--- config.mk ---
export PLATFORM = sky130hd
export DESIGN_NAME = ahb_usb_slave
export DESIGN_NICKNAME = d
export VERILOG_FILES = /design/src/ahb_usb_pkg.sv /design/src/ahb_addr_stage.sv /design/src/usb_status_regs.sv /design/src/tx_mailbox_regs.sv /design/src/ahb_resp_mux.sv /design/src/ahb_usb_slave.sv
export SDC_FILE = /design/constraint.sdc
export NUM_CORES = 1
export LEC_CHECK = 0
export ABC_CLOCK_PERIOD_IN_PS = 4750
export BUFFER_PORTS_ARGS = -buffer_cell sky130_fd_sc_hd__buf_2
export CELL_PAD_IN_SITES_DETAIL_PLACEMENT = 2
export CELL_PAD_IN_SITES_GLOBAL_PLACEMENT = 2
export CORE_ASPECT_RATIO = 2
export CORE_MARGIN = 8
export CORE_UTILIZATION = 42
export DETAILED_ROUTE_END_ITERATION = 16
export GPL_TIMING_DRIVEN = 0
export HOLD_SLACK_MARGIN = 0.06
export PLACE_DENSITY_LB_ADDON = 0.1
export SETUP_SLACK_MARGIN = 0.2
export SLEW_MARGIN = 20
export SYNTH_ARGS = -nofsm -noshare
export SYNTH_HDL_FRONTEND = slang
export SYNTH_SLANG_ARGS = --single-unit
--- constraint.sdc ---
create_clock -name tb_clk -period 4.75 [get_ports tb_clk]
set_clock_uncertainty 0.1 [all_clocks]
set_input_delay 0.95 -clock tb_clk [delete_from_list [all_inputs] [get_ports tb_clk]]
set_output_delay 0.95 -clock tb_clk [all_outputs]
set_load 0.005 [all_outputs]
--- src/ahb_usb_pkg.sv ---
package ahb_usb_pkg;

  // **************************************************
  // Bus widths and address map
  // **************************************************
  localparam int ADDR_W = 8;
  localparam int DATA_W = 32;

  // Region bases, decoded from the top two address bits
  localparam logic [ADDR_W-1:0] STATUS_BASE  = 8'h00;
  localparam logic [ADDR_W-1:0] MAILBOX_BASE = 8'h40;
  localparam logic [ADDR_W-1:0] TXPORT_BASE  = 8'h80;

  // Offsets inside the transmit port
  localparam logic [ADDR_W-2:0] TX_PUSH_OFS = 7'h00;
  localparam logic [ADDR_W-2:0] TX_SIZE_OFS = 7'h04;

  // **************************************************
  // Bus encodings
  // **************************************************
  typedef enum logic [1:0] {
    HTRANS_IDLE   = 2'd0,
    HTRANS_BUSY   = 2'd1,
    HTRANS_NONSEQ = 2'd2,
    HTRANS_SEQ    = 2'd3
  } htrans_e;

  // Codes above WORD are illegal for this slave
  typedef enum logic [2:0] {
    HSIZE_BYTE = 3'd0,
    HSIZE_HALF = 3'd1,
    HSIZE_WORD = 3'd2
  } hsize_e;

  // RGN_NONE stays zero so a cleared record selects nothing
  typedef enum logic [1:0] {
    RGN_NONE    = 2'd0,
    RGN_STATUS  = 2'd1,
    RGN_MAILBOX = 2'd2,
    RGN_TXPORT  = 2'd3
  } region_e;

  typedef enum logic [1:0] {
    RESP_OKAY       = 2'd0,
    RESP_ERR_FIRST  = 2'd1,
    RESP_ERR_SECOND = 2'd2
  } resp_state_e;

  // **************************************************
  // Grouped signals
  // **************************************************
  // Address-phase inputs from the master
  typedef struct packed {
    logic              hsel;
    htrans_e           htrans;
    logic [ADDR_W-1:0] haddr;
    logic [2:0]        hsize;  // raw code that may be illegal
    logic              hwrite;
  } ahb_req_t;

  // Data-phase record, one entry per accepted transfer
  typedef struct packed {
    logic              active;
    logic              write;
    region_e           region;
    logic [ADDR_W-2:0] offset;
    hsize_e            size;
    logic              err;
  } data_phase_t;

  // Inputs from the USB core
  typedef struct packed {
    logic              rx_data_ready;
    logic              rx_transfer_active;
    logic              rx_error;
    logic              tx_transfer_active;
    logic              tx_error;
    logic [6:0]        buffer_occupancy;
    logic [DATA_W-1:0] rx_data;
  } usb_status_t;

  // Transmit outputs to the USB core
  typedef struct packed {
    logic              store_tx_data;
    logic [DATA_W-1:0] tx_data;
    logic [1:0]        data_size;
    logic [6:0]        tx_packet_data_size;
  } tx_port_t;

endpackage

--- src/ahb_addr_stage.sv ---
module ahb_addr_stage (
  input  logic                     tb_clk,
  input  logic                     rst_i,
  input  ahb_usb_pkg::ahb_req_t    ahb_req_i,
  input  logic                     hready_i,
  output ahb_usb_pkg::data_phase_t dp_o
);
  import ahb_usb_pkg::*;

  logic              xfer;
  logic              size_ok;
  logic              dir_err;
  region_e           region;
  logic [ADDR_W-1:0] base;
  logic [ADDR_W-1:0] rel_addr;
  data_phase_t       dp_d;
  data_phase_t       dp_q;

  // **************************************************
  // Address-phase decode
  // **************************************************
  // Only NONSEQ and SEQ start a data phase
  // BUSY is handled like IDLE
  assign xfer = ahb_req_i.hsel &&
                (ahb_req_i.htrans == HTRANS_NONSEQ || ahb_req_i.htrans == HTRANS_SEQ);

  // Region from the upper address bits
  always_comb begin
    if (ahb_req_i.haddr >= TXPORT_BASE) begin
      region = RGN_TXPORT;
      base   = TXPORT_BASE;
    end else if (ahb_req_i.haddr >= MAILBOX_BASE) begin
      region = RGN_MAILBOX;
      base   = MAILBOX_BASE;
    end else begin
      region = RGN_STATUS;
      base   = STATUS_BASE;
    end
  end

  assign rel_addr = ahb_req_i.haddr - base;

  // Anything wider than a word is refused
  assign size_ok = (ahb_req_i.hsize <= HSIZE_WORD);

  // Status window is read-only and transmit port is write-only
  assign dir_err = (ahb_req_i.hwrite && region == RGN_STATUS) ||
                   (!ahb_req_i.hwrite && region == RGN_TXPORT);

  // Next data-phase record
  always_comb begin
    dp_d = '0;
    if (xfer) begin
      dp_d.active = 1'b1;
      dp_d.write  = ahb_req_i.hwrite;
      dp_d.err    = dir_err || !size_ok;
      dp_d.size   = size_ok ? hsize_e'(ahb_req_i.hsize) : HSIZE_WORD;
      // Erroneous beats select no region
      if (!dp_d.err) begin
        dp_d.region = region;
        dp_d.offset = rel_addr[ADDR_W-2:0];
      end
    end
  end

  // **************************************************
  // Data-phase register
  // **************************************************
  // Held through the error stall while the master keeps its next address
  always_ff @(posedge tb_clk) begin
    if (rst_i) begin
      dp_q <= '0;
    end else if (hready_i) begin
      dp_q <= dp_d;
    end
  end

  assign dp_o = dp_q;

  // Response block stalls only on an erroneous record
  a_stall_on_err: assert property (@(posedge tb_clk) disable iff (rst_i)
    !hready_i |-> dp_q.active && dp_q.err)
    else $error("hready low without an erroneous data phase");

  // Stall lasts a single cycle
  a_stall_one_cycle: assert property (@(posedge tb_clk) disable iff (rst_i)
    !hready_i |=> hready_i)
    else $error("hready held low for more than one cycle");

endmodule

--- src/usb_status_regs.sv ---
module usb_status_regs (
  input  logic                              tb_clk,
  input  logic                              rst_i,
  input  ahb_usb_pkg::data_phase_t          dp_i,
  input  ahb_usb_pkg::usb_status_t          usb_status_i,
  output logic [ahb_usb_pkg::DATA_W-1:0]    rdata_o,
  output logic                              get_rx_data_o
);
  import ahb_usb_pkg::*;

  // Word offsets inside the status window
  localparam logic [ADDR_W-2:0] RXDATA_OFS = 7'h00;
  localparam logic [ADDR_W-2:0] FLAGS_OFS  = 7'h04;
  localparam logic [ADDR_W-2:0] OCCUP_OFS  = 7'h08;

  logic              rd_hit;
  logic [4:0]        flags;
  logic [DATA_W-1:0] flags_word;
  logic [DATA_W-1:0] occup_word;
  logic              get_rx_q;

  // **************************************************
  // Read path
  // **************************************************
  // Region is already cleared on error beats
  assign rd_hit = dp_i.active && !dp_i.write && dp_i.region == RGN_STATUS;

  // Flag order from bit 4 down
  assign flags = {usb_status_i.rx_data_ready,
                  usb_status_i.rx_transfer_active,
                  usb_status_i.rx_error,
                  usb_status_i.tx_transfer_active,
                  usb_status_i.tx_error};

  assign flags_word = DATA_W'(flags);
  assign occup_word = DATA_W'(usb_status_i.buffer_occupancy);

  // Zero when another region is addressed
  always_comb begin
    rdata_o = '0;
    if (rd_hit) begin
      case (dp_i.offset)
        RXDATA_OFS: rdata_o = usb_status_i.rx_data;
        FLAGS_OFS:  rdata_o = flags_word;
        OCCUP_OFS:  rdata_o = occup_word;
        default:    rdata_o = '0;
      endcase
    end
  end

  // **************************************************
  // Receive strobe
  // **************************************************
  // One pulse after each rx_data read tells the core to pop
  always_ff @(posedge tb_clk) begin
    if (rst_i) begin
      get_rx_q <= 1'b0;
    end else begin
      get_rx_q <= rd_hit && (dp_i.offset == RXDATA_OFS);
    end
  end

  assign get_rx_data_o = get_rx_q;

endmodule

--- src/tx_mailbox_regs.sv ---
module tx_mailbox_regs #(
  parameter int MAILBOX_WORDS = 16
) (
  input  logic                              tb_clk,
  input  logic                              rst_i,
  input  ahb_usb_pkg::data_phase_t          dp_i,
  input  logic [ahb_usb_pkg::DATA_W-1:0]    hwdata_i,
  output logic [ahb_usb_pkg::DATA_W-1:0]    rdata_o,
  output ahb_usb_pkg::tx_port_t             tx_port_o
);
  import ahb_usb_pkg::*;

  // Index width of at least one bit
  localparam int IDX_W = (MAILBOX_WORDS > 1) ? $clog2(MAILBOX_WORDS) : 1;

  logic [DATA_W-1:0] mem [MAILBOX_WORDS];
  logic [IDX_W-1:0]  word_idx;
  logic              mbox_rd;
  logic              mbox_wr;
  logic              push_hit;
  logic              size_hit;

  // Transmit port state
  logic              store_q;
  logic [DATA_W-1:0] tx_data_q;
  logic [1:0]        data_size_q;
  logic [6:0]        pkt_size_q;

  // **************************************************
  // Mailbox RAM
  // **************************************************
  // Word index inside the 16-word window
  // Smaller mailboxes alias
  assign word_idx = IDX_W'(dp_i.offset[5:2] % MAILBOX_WORDS);

  assign mbox_rd = dp_i.active && !dp_i.write && dp_i.region == RGN_MAILBOX;
  assign mbox_wr = dp_i.active && dp_i.write && dp_i.region == RGN_MAILBOX;

  // Whole bus word stored even for narrow writes
  always_ff @(posedge tb_clk) begin
    if (mbox_wr) begin
      mem[word_idx] <= hwdata_i;
    end
  end

  // Combinational read during the data phase
  assign rdata_o = mbox_rd ? mem[word_idx] : '0;

  // **************************************************
  // Transmit port
  // **************************************************
  assign push_hit = dp_i.active && dp_i.write && dp_i.region == RGN_TXPORT &&
                    dp_i.offset == TX_PUSH_OFS;
  assign size_hit = dp_i.active && dp_i.write && dp_i.region == RGN_TXPORT &&
                    dp_i.offset == TX_SIZE_OFS;

  // Strobe and packet size
  always_ff @(posedge tb_clk) begin
    if (rst_i) begin
      store_q    <= 1'b0;
      pkt_size_q <= '0;
    end else begin
      store_q <= push_hit;
      if (size_hit) begin
        pkt_size_q <= hwdata_i[6:0];
      end
    end
  end

  // Pushed word and its size code
  always_ff @(posedge tb_clk) begin
    if (push_hit) begin
      tx_data_q   <= hwdata_i;
      data_size_q <= 2'(dp_i.size);
    end
  end

  assign tx_port_o = '{store_tx_data:       store_q,
                       tx_data:             tx_data_q,
                       data_size:           data_size_q,
                       tx_packet_data_size: pkt_size_q};

  // Reads of the write-only port never reach this block
  a_txport_write_only: assert property (@(posedge tb_clk) disable iff (rst_i)
    dp_i.active && dp_i.region == RGN_TXPORT |-> dp_i.write)
    else $error("read record selects the transmit port");

endmodule

--- src/ahb_resp_mux.sv ---
module ahb_resp_mux (
  input  logic                              tb_clk,
  input  logic                              rst_i,
  input  ahb_usb_pkg::data_phase_t          dp_i,
  input  logic [ahb_usb_pkg::DATA_W-1:0]    status_rdata_i,
  input  logic [ahb_usb_pkg::DATA_W-1:0]    mailbox_rdata_i,
  output logic [ahb_usb_pkg::DATA_W-1:0]    hrdata_o,
  output logic                              hready_o,
  output logic                              hresp_o
);
  import ahb_usb_pkg::*;

  resp_state_e state_q;
  resp_state_e state_cur;

  // **************************************************
  // Read data
  // **************************************************
  // Unselected regions drive zero so an OR merges them
  assign hrdata_o = status_rdata_i | mailbox_rdata_i;

  // **************************************************
  // Response sequence
  // **************************************************
  // First error cycle comes straight from the record
  // Second cycle comes from the register
  always_comb begin
    state_cur = state_q;
    if (state_q == RESP_OKAY && dp_i.active && dp_i.err) begin
      state_cur = RESP_ERR_FIRST;
    end
  end

  always_ff @(posedge tb_clk) begin
    if (rst_i) begin
      state_q <= RESP_OKAY;
    end else begin
      case (state_cur)
        RESP_ERR_FIRST:  state_q <= RESP_ERR_SECOND;
        RESP_ERR_SECOND: state_q <= RESP_OKAY;
        default:         state_q <= RESP_OKAY;
      endcase
    end
  end

  // Stall only in the first error cycle
  assign hready_o = (state_cur != RESP_ERR_FIRST);
  // ERROR in both error cycles
  assign hresp_o  = (state_cur != RESP_OKAY);

  // Erroneous record still held by the address stage in the second cycle
  a_err_held: assert property (@(posedge tb_clk) disable iff (rst_i)
    state_q == RESP_ERR_SECOND |-> dp_i.active && dp_i.err)
    else $error("erroneous record released before the second error cycle");

endmodule

--- src/ahb_usb_slave.sv ---
module ahb_usb_slave #(
  parameter int MAILBOX_WORDS = 16
) (
  input  logic                              tb_clk,
  input  logic                              rst_i,
  input  ahb_usb_pkg::ahb_req_t             ahb_req_i,
  input  logic [ahb_usb_pkg::DATA_W-1:0]    hwdata_i,
  input  ahb_usb_pkg::usb_status_t          usb_status_i,
  output logic [ahb_usb_pkg::DATA_W-1:0]    hrdata_o,
  output logic                              hready_o,
  output logic                              hresp_o,
  output logic                              get_rx_data_o,
  output ahb_usb_pkg::tx_port_t             tx_port_o
);
  import ahb_usb_pkg::*;

  // Shared data-phase record
  data_phase_t       dp;
  // Per-region read vectors
  logic [DATA_W-1:0] status_rdata;
  logic [DATA_W-1:0] mailbox_rdata;

  // **************************************************
  // Address stage
  // **************************************************
  // Single slave so hready_o doubles as bus HREADY
  ahb_addr_stage ahb_addr_stage_i (
    .tb_clk    (tb_clk),
    .rst_i     (rst_i),
    .ahb_req_i (ahb_req_i),
    .hready_i  (hready_o),
    .dp_o      (dp)
  );

  // **************************************************
  // Register regions
  // **************************************************
  usb_status_regs usb_status_regs_i (
    .tb_clk        (tb_clk),
    .rst_i         (rst_i),
    .dp_i          (dp),
    .usb_status_i  (usb_status_i),
    .rdata_o       (status_rdata),
    .get_rx_data_o (get_rx_data_o)
  );

  tx_mailbox_regs #(
    .MAILBOX_WORDS (MAILBOX_WORDS)
  ) tx_mailbox_regs_i (
    .tb_clk    (tb_clk),
    .rst_i     (rst_i),
    .dp_i      (dp),
    .hwdata_i  (hwdata_i),
    .rdata_o   (mailbox_rdata),
    .tx_port_o (tx_port_o)
  );

  // Response combiner
  ahb_resp_mux ahb_resp_mux_i (
    .tb_clk          (tb_clk),
    .rst_i           (rst_i),
    .dp_i            (dp),
    .status_rdata_i  (status_rdata),
    .mailbox_rdata_i (mailbox_rdata),
    .hrdata_o        (hrdata_o),
    .hready_o        (hready_o),
    .hresp_o         (hresp_o)
  );

endmodule

==> metrics.md <==
| Metric | Value |
|---|---|
| Number of ports placed on the die boundary | `170` |
| Type of the setup path with the least slack | `flop to primary output` |
| Hold Violations, Final | `0` |
| Share of flip-flops with an asynchronous set or reset | `0%` |
| Final weighted congestion of routability-driven global placement | `~0.73` |
| Nets in the synthesized netlist | `1,157` |
| Post-synthesis sequential element count | `about 570` |
| Power per cell area | `roughly 370 nW/um2` |
| Worst slack after detailed placement | `between 600 and 700 ps` |
| Count of H-tree levels built during CTS | `2` |
| Predominant post-synthesis flop cell | `edfxtp_1` |
| Hpwl dp | `between 40 and 50 mm` |
| Post-synth EDFFs | `roughly 550` |
| Endpoint class of the critical path | `primary output` |
| Capture point of the critical path | `hrdata_o[1]` |
| Leakage power | `roughly 8.5 nW` |
| Count of port buffers added during placement | `between 150 and 200` |
| Post-synthesis sequential area ratio | `a little under 80%` |
| Netlist area before placement | `approximately 22,000 um2` |
| Critical path peak fanout | `10` |
| Wire length after detailed routing | `a little under 70 mm` |
| Number of buffer and inverter stages on the critical path | `2` |
| First-pass detailed-route iteration total | `5` |
| DRC violation count after routing | `0` |
| Peak supply drop | `around 0.26 mV` |
| Antenna viol nets, final | `0` |
| Avg Vias per Cell | `approximately 5.8` |
| Number of instances in the synthesized netlist | `roughly 1,100` |
| Status | `completed` |
| Worst path max stage delay | `approximately 830 ps` |
| Fraction of layout instances using a drive strength above 1 | `around a third` |
| Vias in the first global route | `roughly 14,000` |
| Max-cap viol count | `0` |
| Number of gates on the worst path with buffers counted | `6` |
| Standard-cell rows | `118` |
| Starting density of the core | `42.3%` |
| Hold buffer count at cts | `0` |
| Std-Cell Core Area | `between 50,000 and 60,000 um2` |
| Total number of yosys warnings | `0` |
| Cell type of the slowest stage on the worst timing path | `clkbuf_1` |
| Die Outline Area | `60,100 um2` |
| CTS root buf | `clkbuf_16` |
| Required arrival time at the worst endpoint | `approximately 3700 ps` |
| Class of the tightest hold or removal check | `flop to flop` |
| Origin of the worst setup path | `ahb_addr_stage_i.dp_o[14]` |
| Worst-margin pin slew | `~1100 ps` |
| FF-to-FF End | `tx_mailbox_regs_i.mem[0][14]` |
| Avg Synthesized Cell Area | `~21 um2` |
| Num CTS Buffers | `50` |
| Max Clk Rate | `between 200 and 250 MHz` |
| Most common cell after layout, fill and taps aside | `edfxtp_1` |
| Final cycle utilization of the critical path | `93.4%` |
| Setup repair after global routing missed its margin | `yes` |
| Worst Setup Start Kind | `flop` |
| GRT Residual Overflow | `0` |
| Clock latency on the worst-skew pair | `just under 600 ps` |
| Fin crit period | `4440 ps` |
| Syn-to-layout area delta | `19.8%` |
| Vertical die dimension | `~340 um` |
| Headroom to the max-slew limit | `25.7%` |
| PnR worst setup slack | `just over 300 ps` |
| Start of the worst register-to-register path | `ahb_addr_stage_i.dp_o[14]` |
| Maximum number of pins on one net before global-route repair | `19` |
| CP top delay family | `buffers and inverters` |
| Commonest cells after routing, fill and taps aside | `edfxtp_1 (546), buf_2 (191), mux2i_1 (111)` |
| Number of antenna diodes | `0` |
| DIE WIDTH | `approximately 180 um` |
| Via count | `11,700` |
| Overall power | `roughly 9.7 mW` |
| Clock transition at the registers of the reported paths | `~60 ps` |
| WL/cell | `33.6 um` |
| Cell breakdown of the critical path | `and4bb_2 -> nor2b_1 -> clkbuf_1 -> o211ai_1 -> o221ai_1 -> buf_2` |
| Arrival time at the worst endpoint | `3390 ps` |
| Number of fill cells in the layout | `around 4,600` |
| Unique masters post-synth | `43` |
| Clock tree sinks | `~570` |
| Initial antenna violation count | `0` |
| Number of nets in the layout | `1,415` |
| Final-report max-slew violation count | `0` |
| First-pass GRT wire length | `just under 100 mm` |
| Overall fraction of global-route tracks in use | `around 23%` |
| Count of cells along the worst register-to-register path | `5` |
| Register-to-register setup slack | `1870 ps` |
| Post-layout utilization of the core | `between 50% and 60%` |
| Bufs on Longest Clock Path | `3` |
| Setup-violating endpoint count in the final report | `0` |
| Initial drt markers | `~840` |
| CTS tree | `done` |
-- cell type report --
| type | instances | area, um2 | area share (%) |
|---|---|---|---|
| Sequential cell | 574 | 17000 | 64.7 |
| Timing Repair Buffer | 206 | 1750 | 6.66 |
| Tap cell | 660 | 826 | 3.15 |
| Inverter | 2 | 7.51 | 0.0287 |
| Clock buffer | 64 | 1400 | 5.34 |
| Multi-Input combinational cell | 427 | 4780 | 18.3 |
| Clock inverter | 29 | 193 | 0.736 |
| Buffer | 61 | 283 | 1.08 |
-- registers in the layout, indices dropped and copies added (netlist names), named ones only --
signal                           cells
tx_mailbox_regs_i.store_q            1
tx_mailbox_regs_i.pkt_size_q         7
ahb_addr_stage_i.dp_o               14
tx_mailbox_regs_i.data_size_q        2
usb_status_regs_i.get_rx_data_o      1
tx_mailbox_regs_i.mem              512
tx_mailbox_regs_i.tx_data_q         32
ahb_resp_mux_i.state_q               1
-- worst reg2reg max path: cells and delay by family (launching register included) --
family,cells,cell delay [ps]
AND/OR/NAND/NOR,3,1590
flip-flops,1,460
buffers and inverters,2,430
-- worst min path at each step --
stage	start	endpoint	slack [ps]	cells past startpoint
6_report	ahb_addr_stage_i.dp_o[2]	tx_mailbox_regs_i.data_size_q[1]	340	0
5_1_grt	ahb_addr_stage_i.dp_o[1]	tx_mailbox_regs_i.data_size_q[0]	350	0
4_1_cts	ahb_addr_stage_i.dp_o[1]	tx_mailbox_regs_i.data_size_q[0]	340	0
3_5_place_dp	ahb_addr_stage_i.dp_o[2]	tx_mailbox_regs_i.data_size_q[1]	330	0
3_3_place_gp	ahb_addr_stage_i.dp_o[1]	tx_mailbox_regs_i.data_size_q[0]	320	0
2_1_floorplan	ahb_addr_stage_i.dp_o[1]	tx_mailbox_regs_i.data_size_q[0]	310	0
-- kinds of logic (layout without fill, tap and decap cells) --
group	count (synthesis)	count (layout)	synth area share (%)
buffers and inverters	63	362	1.22
AO/OA/AOI/OAI	120	120	4.12
AND/OR/NAND/NOR	101	101	2.28
flip-flops	574	574	77.6
multiplexers	206	206	14.8
-- per-stage QoR --
step           std cells  hold slack, ps  TNS, ps  instance area [um2]
2_1_floorplan       1064             308        0                21900
3_3_place_gp        1892             319  -238470                23500
3_5_place_dp        1929             335        0                24600
4_1_cts             2022             342        0                26200
5_1_grt             2023             354        0                26200
6_report            2023             342        0                26200
-- power breakdown --
part	switching (mW)	internal (mW)
combinational	0.127	0.0599
clock	1.84	2.19
sequential	0.00286	5.53
total	1.97	7.78
-- per-layer routing --
layer | part of all wire (%) | track usage, %
met3 | 4.2 | 3.27
met2 | 53 | 40.9
met4 | 3.4 | 7.99
met1 | 39 | 27.1
met5 | 0 | 0
-- Yosys cell counts (8+ instances only) --
| cell type | instances | share of area, % |
|---|---|---|
| edfxtp_1 | 546 | 75 |
| mux2i_1 | 111 | 5.1 |
| mux4_2 | 94 | 9.7 |
| o211ai_1 | 55 | 1.9 |
| nor2_1 | 34 | 0.58 |
| nand2_1 | 32 | 0.55 |
| a22oi_1 | 31 | 1.1 |
| dfxtp_1 | 28 | 2.6 |
| clkbuf_1 | 27 | 0.46 |
| buf_2 | 22 | 0.50 |
| buf_1 | 11 | 0.19 |
| nor2b_1 | 9 | 0.26 |
| a22o_1 | 8 | 0.32 |
-- timing repair --
| action | in CTS | in global routing |
|---|---|---|
| pin swaps | 0 | 0 |
| gates cloned | 0 | 0 |
| endpoints found under the setup margin | 25 | 19 |
| buffers inserted | 0 | 0 |
| gates resized for setup | 8 | 9 |
Note: power is estimated with default switching activity, not from simulation.
